File: src/rtl/cpr_consts.svh
/*
 * CP removal front end constants
 * Widths, register map, soft reset length and special read values
 */
`ifndef CPR_CONSTS_SVH
`define CPR_CONSTS_SVH

// Datapath and configuration widths
`define CPR_DATA_W          32
`define CPR_MAX_FFT_LOG2    10
`define CPR_MIN_FFT_LOG2    3
`define CPR_LIST_LOG2       3
`define CPR_FFT_LOG2_W      4
`define CPR_REG_DATA_W      32
`define CPR_REG_ADDR_W      20

`define CPR_RESET_PULSE_LEN 8
`define CPR_COMPAT          32'h0001_0000
`define CPR_BAD_ADDR_DATA   32'h0BAD_C0DE

// Register byte addresses
`define CPR_ADDR_COMPAT       20'h00
`define CPR_ADDR_RESET        20'h04
`define CPR_ADDR_LENGTH_LOG2  20'h08
`define CPR_ADDR_CP_REM_LEN   20'h0C
`define CPR_ADDR_CP_LIST_LOAD 20'h10
`define CPR_ADDR_CP_LIST_CLR  20'h14
`define CPR_ADDR_CP_LIST_OCC  20'h18
`define CPR_ADDR_MAGNITUDE    20'h1C

`endif

File: src/rtl/cpr_pkg.sv
/*
 * CP removal front end types
 * Vector types for meaningful widths and the state machine encodings
 */
`default_nettype none

`include "cpr_consts.svh"

package cpr_pkg;

  // One complex sample, I in the upper half and Q in the lower half
  typedef logic [`CPR_DATA_W-1:0] sample_t;

  // CP length is at most the largest symbol size minus 1
  typedef logic [`CPR_MAX_FFT_LOG2-1:0] cp_len_t;
  typedef logic [`CPR_FFT_LOG2_W-1:0]   fft_log2_t;
  typedef logic [`CPR_MAX_FFT_LOG2:0]   sym_cnt_t;
  typedef logic [`CPR_LIST_LOG2:0]      list_occ_t;

  typedef logic [`CPR_REG_DATA_W-1:0] reg_data_t;
  typedef logic [`CPR_REG_ADDR_W-1:0] reg_addr_t;

  // Soft reset sequencer
  typedef enum logic [0:0] {RST_IDLE, RST_ASSERT} rst_state_t;

  // CP remover, dropping prefix or passing the symbol body
  typedef enum logic [0:0] {REM_DROP, REM_PASS} rem_state_t;

endpackage : cpr_pkg

`default_nettype wire

File: src/rtl/cpr_stream_if.sv
/*
 * Sample stream with valid/ready handshake and tlast symbol framing
 */
`default_nettype none

interface cpr_stream_if;

  cpr_pkg::sample_t tdata;
  logic             tlast;
  logic             tvalid;
  logic             tready;

  // Source holds tvalid and payload until tready
  modport src (
    output tdata, tlast, tvalid,
    input  tready
  );

  modport snk (
    input  tdata, tlast, tvalid,
    output tready
  );

endinterface : cpr_stream_if

`default_nettype wire

File: src/rtl/cpr_len_list.sv
/*
 * Circular list of CP removal lengths
 * Loaded from the registers, popped once per symbol by the remover
 */
`default_nettype none

`include "cpr_consts.svh"

module cpr_len_list (
  input  wire                   ce_clk,
  input  wire                   rst_i,
  input  wire                   load_i,
  input  wire                   clr_i,
  input  wire cpr_pkg::cp_len_t cp_len_i,
  input  wire                   pop_i,
  output cpr_pkg::cp_len_t      cp_len_o,
  output cpr_pkg::list_occ_t    occ_o
);

  localparam int unsigned DEPTH = 1 << `CPR_LIST_LOG2;

  cpr_pkg::cp_len_t mem [DEPTH];

  logic [`CPR_LIST_LOG2-1:0] wr_ptr;
  logic [`CPR_LIST_LOG2-1:0] rd_ptr;
  logic                      full;

  assign full = (occ_o == cpr_pkg::list_occ_t'(DEPTH));

  always_ff @(posedge ce_clk) begin
    if (load_i && !full && !clr_i) begin
      mem[wr_ptr] <= cp_len_i;
    end
  end

  always_ff @(posedge ce_clk) begin
    if (rst_i || clr_i) begin
      wr_ptr <= '0;
      rd_ptr <= '0;
      occ_o  <= '0;
    end else begin
      // Loads beyond the list depth are dropped
      if (load_i && !full) begin
        wr_ptr <= wr_ptr + 1'b1;
        occ_o  <= occ_o + 1'b1;
      end
      // Wrap back to the oldest entry after the last loaded one
      if (pop_i && occ_o != '0) begin
        if ({1'b0, rd_ptr} == occ_o - 1'b1) begin
          rd_ptr <= '0;
        end else begin
          rd_ptr <= rd_ptr + 1'b1;
        end
      end
    end
  end

  // Empty list means no prefix
  assign cp_len_o = (occ_o == '0) ? '0 : mem[rd_ptr];

  a_occ_bound: assert property (@(posedge ce_clk) disable iff (rst_i)
    occ_o <= cpr_pkg::list_occ_t'(DEPTH) && (occ_o == '0 || {1'b0, rd_ptr} < occ_o));

endmodule : cpr_len_list

`default_nettype wire

File: src/rtl/cpr_mag_sq.sv
/*
 * Output stage with optional magnitude squared
 * One register slice with a skid buffer for full throughput
 */
`default_nettype none

module cpr_mag_sq (
  input  wire         ce_clk,
  input  wire         rst_i,
  input  wire         mag_en_i,
  cpr_stream_if.snk   s,
  output cpr_pkg::sample_t out_tdata_o,
  output logic        out_tlast_o,
  output logic        out_tvalid_o,
  input  wire         out_tready_i
);

  logic signed [15:0] i_s;
  logic signed [15:0] q_s;
  cpr_pkg::sample_t   i_sq;
  cpr_pkg::sample_t   q_sq;
  cpr_pkg::sample_t   proc_data;
  cpr_pkg::sample_t   skid_data;
  logic               skid_last;
  logic               skid_valid;
  logic               in_fire;

  // I in the upper half, Q in the lower half
  assign i_s = s.tdata[31:16];
  assign q_s = s.tdata[15:0];

  // Each square is at most 2^30, so the sum fits unsigned in 32 bits
  assign i_sq      = i_s * i_s;
  assign q_sq      = q_s * q_s;
  assign proc_data = mag_en_i ? (i_sq + q_sq) : s.tdata;

  assign s.tready = !skid_valid;
  assign in_fire  = s.tvalid && !skid_valid;

  always_ff @(posedge ce_clk) begin
    if (rst_i) begin
      out_tvalid_o <= 1'b0;
      skid_valid   <= 1'b0;
    end else if (!out_tvalid_o || out_tready_i) begin
      // Output free, refill from skid first
      out_tvalid_o <= skid_valid || in_fire;
      skid_valid   <= 1'b0;
    end else if (in_fire) begin
      skid_valid <= 1'b1;
    end
  end

  always_ff @(posedge ce_clk) begin
    if (!out_tvalid_o || out_tready_i) begin
      if (skid_valid) begin
        out_tdata_o <= skid_data;
        out_tlast_o <= skid_last;
      end else if (in_fire) begin
        out_tdata_o <= proc_data;
        out_tlast_o <= s.tlast;
      end
    end else if (in_fire) begin
      skid_data <= proc_data;
      skid_last <= s.tlast;
    end
  end

endmodule : cpr_mag_sq

`default_nettype wire

File: src/rtl/cpr_regs.sv
/*
 * Control registers for the CP removal front end
 * Register port decode, list strobes and the soft reset sequencer
 */
`default_nettype none

`include "cpr_consts.svh"

module cpr_regs (
  input  wire                  ce_clk,
  input  wire                  ce_rst,
  input  wire                  req_wr_i,
  input  wire                  req_rd_i,
  input  wire cpr_pkg::reg_addr_t req_addr_i,
  input  wire cpr_pkg::reg_data_t req_data_i,
  input  wire cpr_pkg::list_occ_t list_occ_i,
  output logic                 resp_ack_o,
  output cpr_pkg::reg_data_t   resp_data_o,
  output logic                 core_rst_o,
  output cpr_pkg::fft_log2_t   fft_log2_o,
  output cpr_pkg::cp_len_t     cp_len_o,
  output logic                 load_o,
  output logic                 clr_o,
  output logic                 mag_en_o
);

  cpr_pkg::reg_addr_t  addr_aligned;
  logic                user_rst;
  cpr_pkg::rst_state_t rst_state;
  logic [$clog2(`CPR_RESET_PULSE_LEN)-1:0] rst_cnt;

  // Byte address down to a word address
  assign addr_aligned = {req_addr_i[`CPR_REG_ADDR_W-1:2], 2'b00};

  //--------------------------------------------------------------------------
  // Register port
  //--------------------------------------------------------------------------

  // The port keeps answering during a soft reset
  always_ff @(posedge ce_clk) begin
    if (ce_rst) begin
      resp_ack_o <= 1'b0;
    end else begin
      resp_ack_o <= req_wr_i | req_rd_i;
    end
  end

  always_ff @(posedge ce_clk) begin
    if (req_rd_i) begin
      case (addr_aligned)
        `CPR_ADDR_COMPAT:      resp_data_o <= `CPR_COMPAT;
        `CPR_ADDR_LENGTH_LOG2: resp_data_o <= cpr_pkg::reg_data_t'(fft_log2_o);
        `CPR_ADDR_CP_REM_LEN:  resp_data_o <= cpr_pkg::reg_data_t'(cp_len_o);
        `CPR_ADDR_CP_LIST_OCC: resp_data_o <= cpr_pkg::reg_data_t'(list_occ_i);
        `CPR_ADDR_MAGNITUDE:   resp_data_o <= cpr_pkg::reg_data_t'(mag_en_o);
        default:               resp_data_o <= `CPR_BAD_ADDR_DATA;
      endcase
    end
  end

  always_ff @(posedge ce_clk) begin
    if (core_rst_o) begin
      fft_log2_o <= cpr_pkg::fft_log2_t'(`CPR_MAX_FFT_LOG2);
      cp_len_o   <= '0;
      mag_en_o   <= 1'b0;
      load_o     <= 1'b0;
      clr_o      <= 1'b0;
      user_rst   <= 1'b0;
    end else begin
      // Strobes last a single cycle
      load_o   <= 1'b0;
      clr_o    <= 1'b0;
      user_rst <= 1'b0;
      if (req_wr_i) begin
        case (addr_aligned)
          `CPR_ADDR_RESET:         user_rst <= 1'b1;
          `CPR_ADDR_CP_REM_LEN:    cp_len_o <= cpr_pkg::cp_len_t'(req_data_i);
          `CPR_ADDR_CP_LIST_LOAD:  load_o   <= 1'b1;
          `CPR_ADDR_CP_LIST_CLR:   clr_o    <= 1'b1;
          `CPR_ADDR_MAGNITUDE:     mag_en_o <= req_data_i[0];
          `CPR_ADDR_LENGTH_LOG2: begin
            // Clamp into the supported symbol sizes
            if (req_data_i < `CPR_MIN_FFT_LOG2) begin
              fft_log2_o <= cpr_pkg::fft_log2_t'(`CPR_MIN_FFT_LOG2);
            end else if (req_data_i > `CPR_MAX_FFT_LOG2) begin
              fft_log2_o <= cpr_pkg::fft_log2_t'(`CPR_MAX_FFT_LOG2);
            end else begin
              fft_log2_o <= cpr_pkg::fft_log2_t'(req_data_i);
            end
          end
          default: ;
        endcase
      end
    end
  end

  //--------------------------------------------------------------------------
  // Soft reset sequencer
  //--------------------------------------------------------------------------

  // Stretches the RESET strobe, and ce_rst, into a core reset pulse
  always_ff @(posedge ce_clk) begin
    if (ce_rst) begin
      rst_state  <= cpr_pkg::RST_ASSERT;
      rst_cnt    <= '0;
      core_rst_o <= 1'b1;
    end else begin
      case (rst_state)
        cpr_pkg::RST_IDLE: begin
          rst_cnt <= '0;
          if (user_rst) begin
            core_rst_o <= 1'b1;
            rst_state  <= cpr_pkg::RST_ASSERT;
          end
        end
        cpr_pkg::RST_ASSERT: begin
          rst_cnt <= rst_cnt + 1'b1;
          if (rst_cnt == `CPR_RESET_PULSE_LEN - 1) begin
            rst_cnt    <= '0;
            core_rst_o <= 1'b0;
            rst_state  <= cpr_pkg::RST_IDLE;
          end
        end
        default: rst_state <= cpr_pkg::RST_IDLE;
      endcase
    end
  end

  // Every acknowledge answers a request in the previous cycle
  a_ack_after_req: assert property (@(posedge ce_clk) disable iff (ce_rst)
    resp_ack_o |-> $past(req_wr_i || req_rd_i));

endmodule : cpr_regs

`default_nettype wire

File: src/rtl/cpr_remover.sv
/*
 * Cyclic prefix remover
 * Drops the CP samples of each symbol and marks the symbol end with tlast
 */
`default_nettype none

module cpr_remover (
  input  wire                     ce_clk,
  input  wire                     rst_i,
  input  wire cpr_pkg::sample_t   in_tdata_i,
  input  wire                     in_tvalid_i,
  output logic                    in_tready_o,
  input  wire cpr_pkg::fft_log2_t fft_log2_i,
  input  wire cpr_pkg::cp_len_t   cp_len_i,
  output logic                    pop_o,
  cpr_stream_if.src               m
);

  cpr_pkg::rem_state_t state;
  cpr_pkg::sym_cnt_t   cnt;
  cpr_pkg::sym_cnt_t   last_idx;
  cpr_pkg::sym_cnt_t   pass_idx;
  cpr_pkg::cp_len_t    cp_lat;
  cpr_pkg::cp_len_t    cur_len;
  logic                in_fire;
  logic                sym_start;
  logic                keep;
  logic                pass_last;
  logic                out_valid;
  logic                out_last;
  cpr_pkg::sample_t    out_data;

  assign in_tready_o = !out_valid || m.tready;
  assign in_fire     = in_tvalid_i && in_tready_o;

  // First sample of a symbol takes the list head directly
  assign sym_start = (state == cpr_pkg::REM_DROP) && (cnt == '0);
  assign cur_len   = sym_start ? cp_len_i : cp_lat;
  assign pop_o     = in_fire && sym_start;

  assign last_idx  = (cpr_pkg::sym_cnt_t'(1) << fft_log2_i) - 1'b1;
  assign pass_idx  = (state == cpr_pkg::REM_PASS) ? cnt : '0;
  assign pass_last = (pass_idx == last_idx);
  assign keep      = (state == cpr_pkg::REM_PASS) || (cur_len == '0);

  always_ff @(posedge ce_clk) begin
    if (rst_i) begin
      state  <= cpr_pkg::REM_DROP;
      cnt    <= '0;
      cp_lat <= '0;
    end else if (in_fire) begin
      case (state)
        cpr_pkg::REM_DROP: begin
          if (sym_start) begin
            cp_lat <= cp_len_i;
          end
          if (cur_len == '0) begin
            // No prefix, this sample is the symbol's first
            state <= cpr_pkg::REM_PASS;
            cnt   <= cpr_pkg::sym_cnt_t'(1);
          end else if (cnt + 1'b1 == cpr_pkg::sym_cnt_t'(cur_len)) begin
            state <= cpr_pkg::REM_PASS;
            cnt   <= '0;
          end else begin
            cnt <= cnt + 1'b1;
          end
        end
        cpr_pkg::REM_PASS: begin
          if (pass_last) begin
            state <= cpr_pkg::REM_DROP;
            cnt   <= '0;
          end else begin
            cnt <= cnt + 1'b1;
          end
        end
        default: state <= cpr_pkg::REM_DROP;
      endcase
    end
  end

  //--------------------------------------------------------------------------
  // Output register
  //--------------------------------------------------------------------------

  always_ff @(posedge ce_clk) begin
    if (rst_i) begin
      out_valid <= 1'b0;
    end else if (in_fire && keep) begin
      out_valid <= 1'b1;
    end else if (m.tready) begin
      out_valid <= 1'b0;
    end
  end

  always_ff @(posedge ce_clk) begin
    if (in_fire && keep) begin
      out_data <= in_tdata_i;
      out_last <= pass_last;
    end
  end

  assign m.tvalid = out_valid;
  assign m.tdata  = out_data;
  assign m.tlast  = out_last;

  a_stall_stable: assert property (@(posedge ce_clk) disable iff (rst_i)
    m.tvalid && !m.tready |=> m.tvalid && $stable(m.tdata) && $stable(m.tlast));

endmodule : cpr_remover

`default_nettype wire

File: src/rtl/cpr_top.sv
/*
 * OFDM receive front end with CP removal and magnitude squared output
 */
`default_nettype none

module cpr_top (
  input  wire                     ce_clk,
  input  wire                     ce_rst,
  // Register port
  input  wire                     ctrl_req_wr_i,
  input  wire                     ctrl_req_rd_i,
  input  wire cpr_pkg::reg_addr_t ctrl_req_addr_i,
  input  wire cpr_pkg::reg_data_t ctrl_req_data_i,
  output logic                    ctrl_resp_ack_o,
  output cpr_pkg::reg_data_t      ctrl_resp_data_o,
  // Sample input
  input  wire cpr_pkg::sample_t   in_tdata_i,
  input  wire                     in_tvalid_i,
  output logic                    in_tready_o,
  // Symbol output
  output cpr_pkg::sample_t        out_tdata_o,
  output logic                    out_tlast_o,
  output logic                    out_tvalid_o,
  input  wire                     out_tready_i
);

  logic                core_rst;
  logic                list_load;
  logic                list_clr;
  logic                list_pop;
  logic                mag_en;
  cpr_pkg::fft_log2_t  fft_log2;
  cpr_pkg::cp_len_t    reg_cp_len;
  cpr_pkg::cp_len_t    head_cp_len;
  cpr_pkg::list_occ_t  list_occ;

  cpr_stream_if rem_s ();

  cpr_regs u_regs (
    .ce_clk      (ce_clk),
    .ce_rst      (ce_rst),
    .req_wr_i    (ctrl_req_wr_i),
    .req_rd_i    (ctrl_req_rd_i),
    .req_addr_i  (ctrl_req_addr_i),
    .req_data_i  (ctrl_req_data_i),
    .list_occ_i  (list_occ),
    .resp_ack_o  (ctrl_resp_ack_o),
    .resp_data_o (ctrl_resp_data_o),
    .core_rst_o  (core_rst),
    .fft_log2_o  (fft_log2),
    .cp_len_o    (reg_cp_len),
    .load_o      (list_load),
    .clr_o       (list_clr),
    .mag_en_o    (mag_en)
  );

  cpr_len_list u_len_list (
    .ce_clk   (ce_clk),
    .rst_i    (core_rst),
    .load_i   (list_load),
    .clr_i    (list_clr),
    .cp_len_i (reg_cp_len),
    .pop_i    (list_pop),
    .cp_len_o (head_cp_len),
    .occ_o    (list_occ)
  );

  cpr_remover u_remover (
    .ce_clk      (ce_clk),
    .rst_i       (core_rst),
    .in_tdata_i  (in_tdata_i),
    .in_tvalid_i (in_tvalid_i),
    .in_tready_o (in_tready_o),
    .fft_log2_i  (fft_log2),
    .cp_len_i    (head_cp_len),
    .pop_o       (list_pop),
    .m           (rem_s.src)
  );

  cpr_mag_sq u_mag_sq (
    .ce_clk       (ce_clk),
    .rst_i        (core_rst),
    .mag_en_i     (mag_en),
    .s            (rem_s.snk),
    .out_tdata_o  (out_tdata_o),
    .out_tlast_o  (out_tlast_o),
    .out_tvalid_o (out_tvalid_o),
    .out_tready_i (out_tready_i)
  );

endmodule : cpr_top

`default_nettype wire

File: config.mk
export PLATFORM = sky130hd
export DESIGN_NAME = cpr_top
export DESIGN_NICKNAME = d
export VERILOG_FILES = /design/src/rtl/cpr_pkg.sv /design/src/rtl/cpr_stream_if.sv /design/src/rtl/cpr_len_list.sv /design/src/rtl/cpr_mag_sq.sv /design/src/rtl/cpr_regs.sv /design/src/rtl/cpr_remover.sv /design/src/rtl/cpr_top.sv
export VERILOG_INCLUDE_DIRS = /design/src /design/src/rtl
export SDC_FILE = /design/constraint.sdc
export NUM_CORES = 2
export LEC_CHECK = 0
export BUFFER_PORTS_ARGS = -buffer_cell sky130_fd_sc_hd__buf_2
export CAP_MARGIN = 20
export CORE_ASPECT_RATIO = 0.7
export CORE_MARGIN = 10
export CORE_UTILIZATION = 45
export CTS_BUF_LIST = sky130_fd_sc_hd__clkbuf_8 sky130_fd_sc_hd__clkbuf_16
export DETAILED_ROUTE_END_ITERATION = 8
export GPL_ROUTABILITY_DRIVEN = 0
export PLACE_DENSITY = 0.71
export SLEW_MARGIN = 25
export SYNTH_ARGS = -nofsm -noshare
export SYNTH_HDL_FRONTEND = slang
export SYNTH_SLANG_ARGS = --single-unit
File: constraint.sdc
create_clock -name ce_clk -period 14.81 [get_ports ce_clk]
set_input_delay 3.7025 -clock ce_clk [delete_from_list [all_inputs] [get_ports ce_clk]]
set_output_delay 3.7025 -clock ce_clk [all_outputs]
set_load 0.03 [all_outputs]
==> flow_summary.ini <==
[synth]
synth_edf_count = 191
synth_area_per_cell_um2 = 10.8
syn_area_um2 = 28500
yosys_warnings = 0
synth_async_sr_flop_share = 0
syn_inst = 2631
ys_seq_area_frac = 0.244
yosysUniqueCellTypes = 80
ys.flop_type = edfxtp_1
ys_seq_elements = 253

[routing]
dr.pass1.iters = 5
postRouteAntennaNets = 0
via_per_inst = 5.05
via_count = 18000
wl_mm = 62.9
drc = 0
drt-initial-drc-count = 1353
wire_per_inst_um = 17.6

[global_route]
grt_pass1_wl_mm = 105
grt_usage = 0.176
grt_antenna_before_repair = 2
grt_max_degree = 49
grt_pass1_vias = 19300
grt_remaining_overflow = 0

[layout]
final_common_cell = inv_1
fin_nets = 3484
final_cell_mix = inv_1 (635), fa_1 (520), nand2_1 (218)
fin_area_um2 = 30800
multiInputGateArea_um2 = 18700
final_util = 0.488
insertedDiodeCount = 0
area_delta_synth_final_pct = 7.80
drive_gt1_frac = 0.110
regArea_um2 = 6980
fill_cells = 5655

[die]
row_count = 77
die_area_um2 = 74000
ios = 158
die_w_um = 321
die_h_um = 231
start_util = 0.453
core_area_um2 = 63000

[critical_path]
crit_arrival_ns = 9.30
crit_path_frequent_cell = fa_1
critPathSlowestCell = edfxtp_1
critical-path-max-stage-delay_ns = 0.93
end_kind = register
required_ns = 15.11
worst-setup-path-type = reg -> reg
startpoint_type = register
worstPathMaxFanout = 16

[cts]
cts_buffers = 25
clkSinkCount = 253
worstSkewPairLatency_ns = 0.55
h-tree-depth = 1
cts_hold_buf = 0
cts_root_buffer = clkbuf_16
cts_resized = 0
clockBufferDepth = 3
cts_tree = yes
post_cts_buffers = 0
clk_pin_slew_ns = 0.07

[sta]
tns_ns = 0
maxSlewViolCount = 0
min_period_ns = 8.99
finalHoldViolations = 0
skew_ns = 0.0121
worst_pin_slew_ns = 1.06
setup_viol = 0
max_freq_ghz = 0.111
fin_crit_sh = 0.607
setup_ws_ns = 5.82
rsz0062_at_grt = no
slew_headroom = 0.296

[place]
dpl_cell_area_um2 = 30000
hpwl_mm = 51.2
pre_cts_ws_ns = 5.78
port_buffers = 143

[run]
max_cap_viol_count = 0

[worst_hold_path]
worst_hold_path_type = reg -> reg

[run_status]
status = completed
sequential cells by signal, summed over array words and instances (netlist names), 3 cells and up, named ones only:
| name | count |
|---|---|
| u_regs.cp_len_o | 10 |
| u_regs.resp_data_o | 12 |
| u_len_list.mem | 80 |
| u_regs.rst_cnt | 3 |
| u_regs.fft_log2_o | 4 |
| u_mag_sq.out_tdata_o | 32 |
| u_len_list.occ_o | 4 |
| u_len_list.rd_ptr | 3 |
| u_remover.m.tdata | 32 |
| u_remover.cnt | 11 |
| u_len_list.wr_ptr | 3 |
| u_remover.cp_lat | 10 |
| u_mag_sq.skid_data | 32 |
through the flow:
step           instances  hold WS, ns
2_1_floorplan       2642        0.398
3_3_place_gp        3522        0.415
3_5_place_dp        3522        0.415
4_1_cts             3568        0.444
5_1_grt             3568        0.465
6_report            3568        0.450
Yosys cell counts (31+ instances only):
master	count	share of area
mux2_2	59	0.023
a21oi_1	53	0.0093
nand2_1	218	0.029
xnor2_1	55	0.017
inv_1	633	0.083
xor2_1	31	0.0095
clkbuf_1	73	0.0096
ha_1	154	0.068
and2_1	106	0.023
dfxtp_1	62	0.043
edfxtp_1	191	0.20
o21ai_0	32	0.0056
nor2_1	102	0.013
fa_1	520	0.36
layer usage:
| layer | routed length [µm] | global-route usage | vias up |
|---|---|---|---|
| met5 | 12 | 0 | - |
| met4 | 1310 | 0.0360 | 2 |
| met3 | 4680 | 0.0403 | 77 |
| met2 | 28300 | 0.269 | 491 |
| met1 | 28600 | 0.255 | 9071 |
| li1 | - | - | 8363 |
worst max-delay path: cells and delay by family (launching register included):
kind	cells	cell delay [ns]
XOR/XNOR	1	0.17
adder cells (fa/ha/maj)	9	4.33
buffers and inverters	7	0.73
AND/OR/NAND/NOR	2	0.52
flip-flops	1	0.93
AO/OA/AOI/OAI	5	1.48
multiplexers	2	0.57
path summary, 6_finish.rpt:
kind | from | to | slack [ns] | depth (start not counted)
max | u_remover.m.tdata[23] | u_mag_sq.out_tdata_o[29] | 5.82 | 26
min | u_regs.rst_cnt[0] | u_regs.rst_cnt[0] | 0.45 | 1
max reg2reg | u_remover.m.tdata[23] | u_mag_sq.out_tdata_o[29] | 5.82 | 26
min reg2reg | u_regs.rst_cnt[0] | u_regs.rst_cnt[0] | 0.45 | 1
cells by family (layout without fill, tap and decap cells):
group | Yosys count | after routing | share of synthesized area
compound gates | 201 | 201 | 0.0491
xor+xnor | 86 | 86 | 0.0264
fa+ha+maj | 674 | 674 | 0.432
buf+inv | 747 | 844 | 0.102
flops | 253 | 253 | 0.244
mux | 87 | 87 | 0.0443
other cells | 1 | 12 | 0.000131
simple gates | 582 | 582 | 0.101
cell type report:
cell class / instances / share of cell area
clock inverters: 21 / 0.00452
multi-input cells: 1642 / 0.609
repair buffers: 164 / 0.0284
flip-flops and latches: 253 / 0.227
inverters: 634 / 0.0774
clock buffers: 25 / 0.0203
well taps: 829 / 0.0337
Power is not shown: default switching activity piles up to over one toggle a cycle in this logic, so the estimate is an artifact.
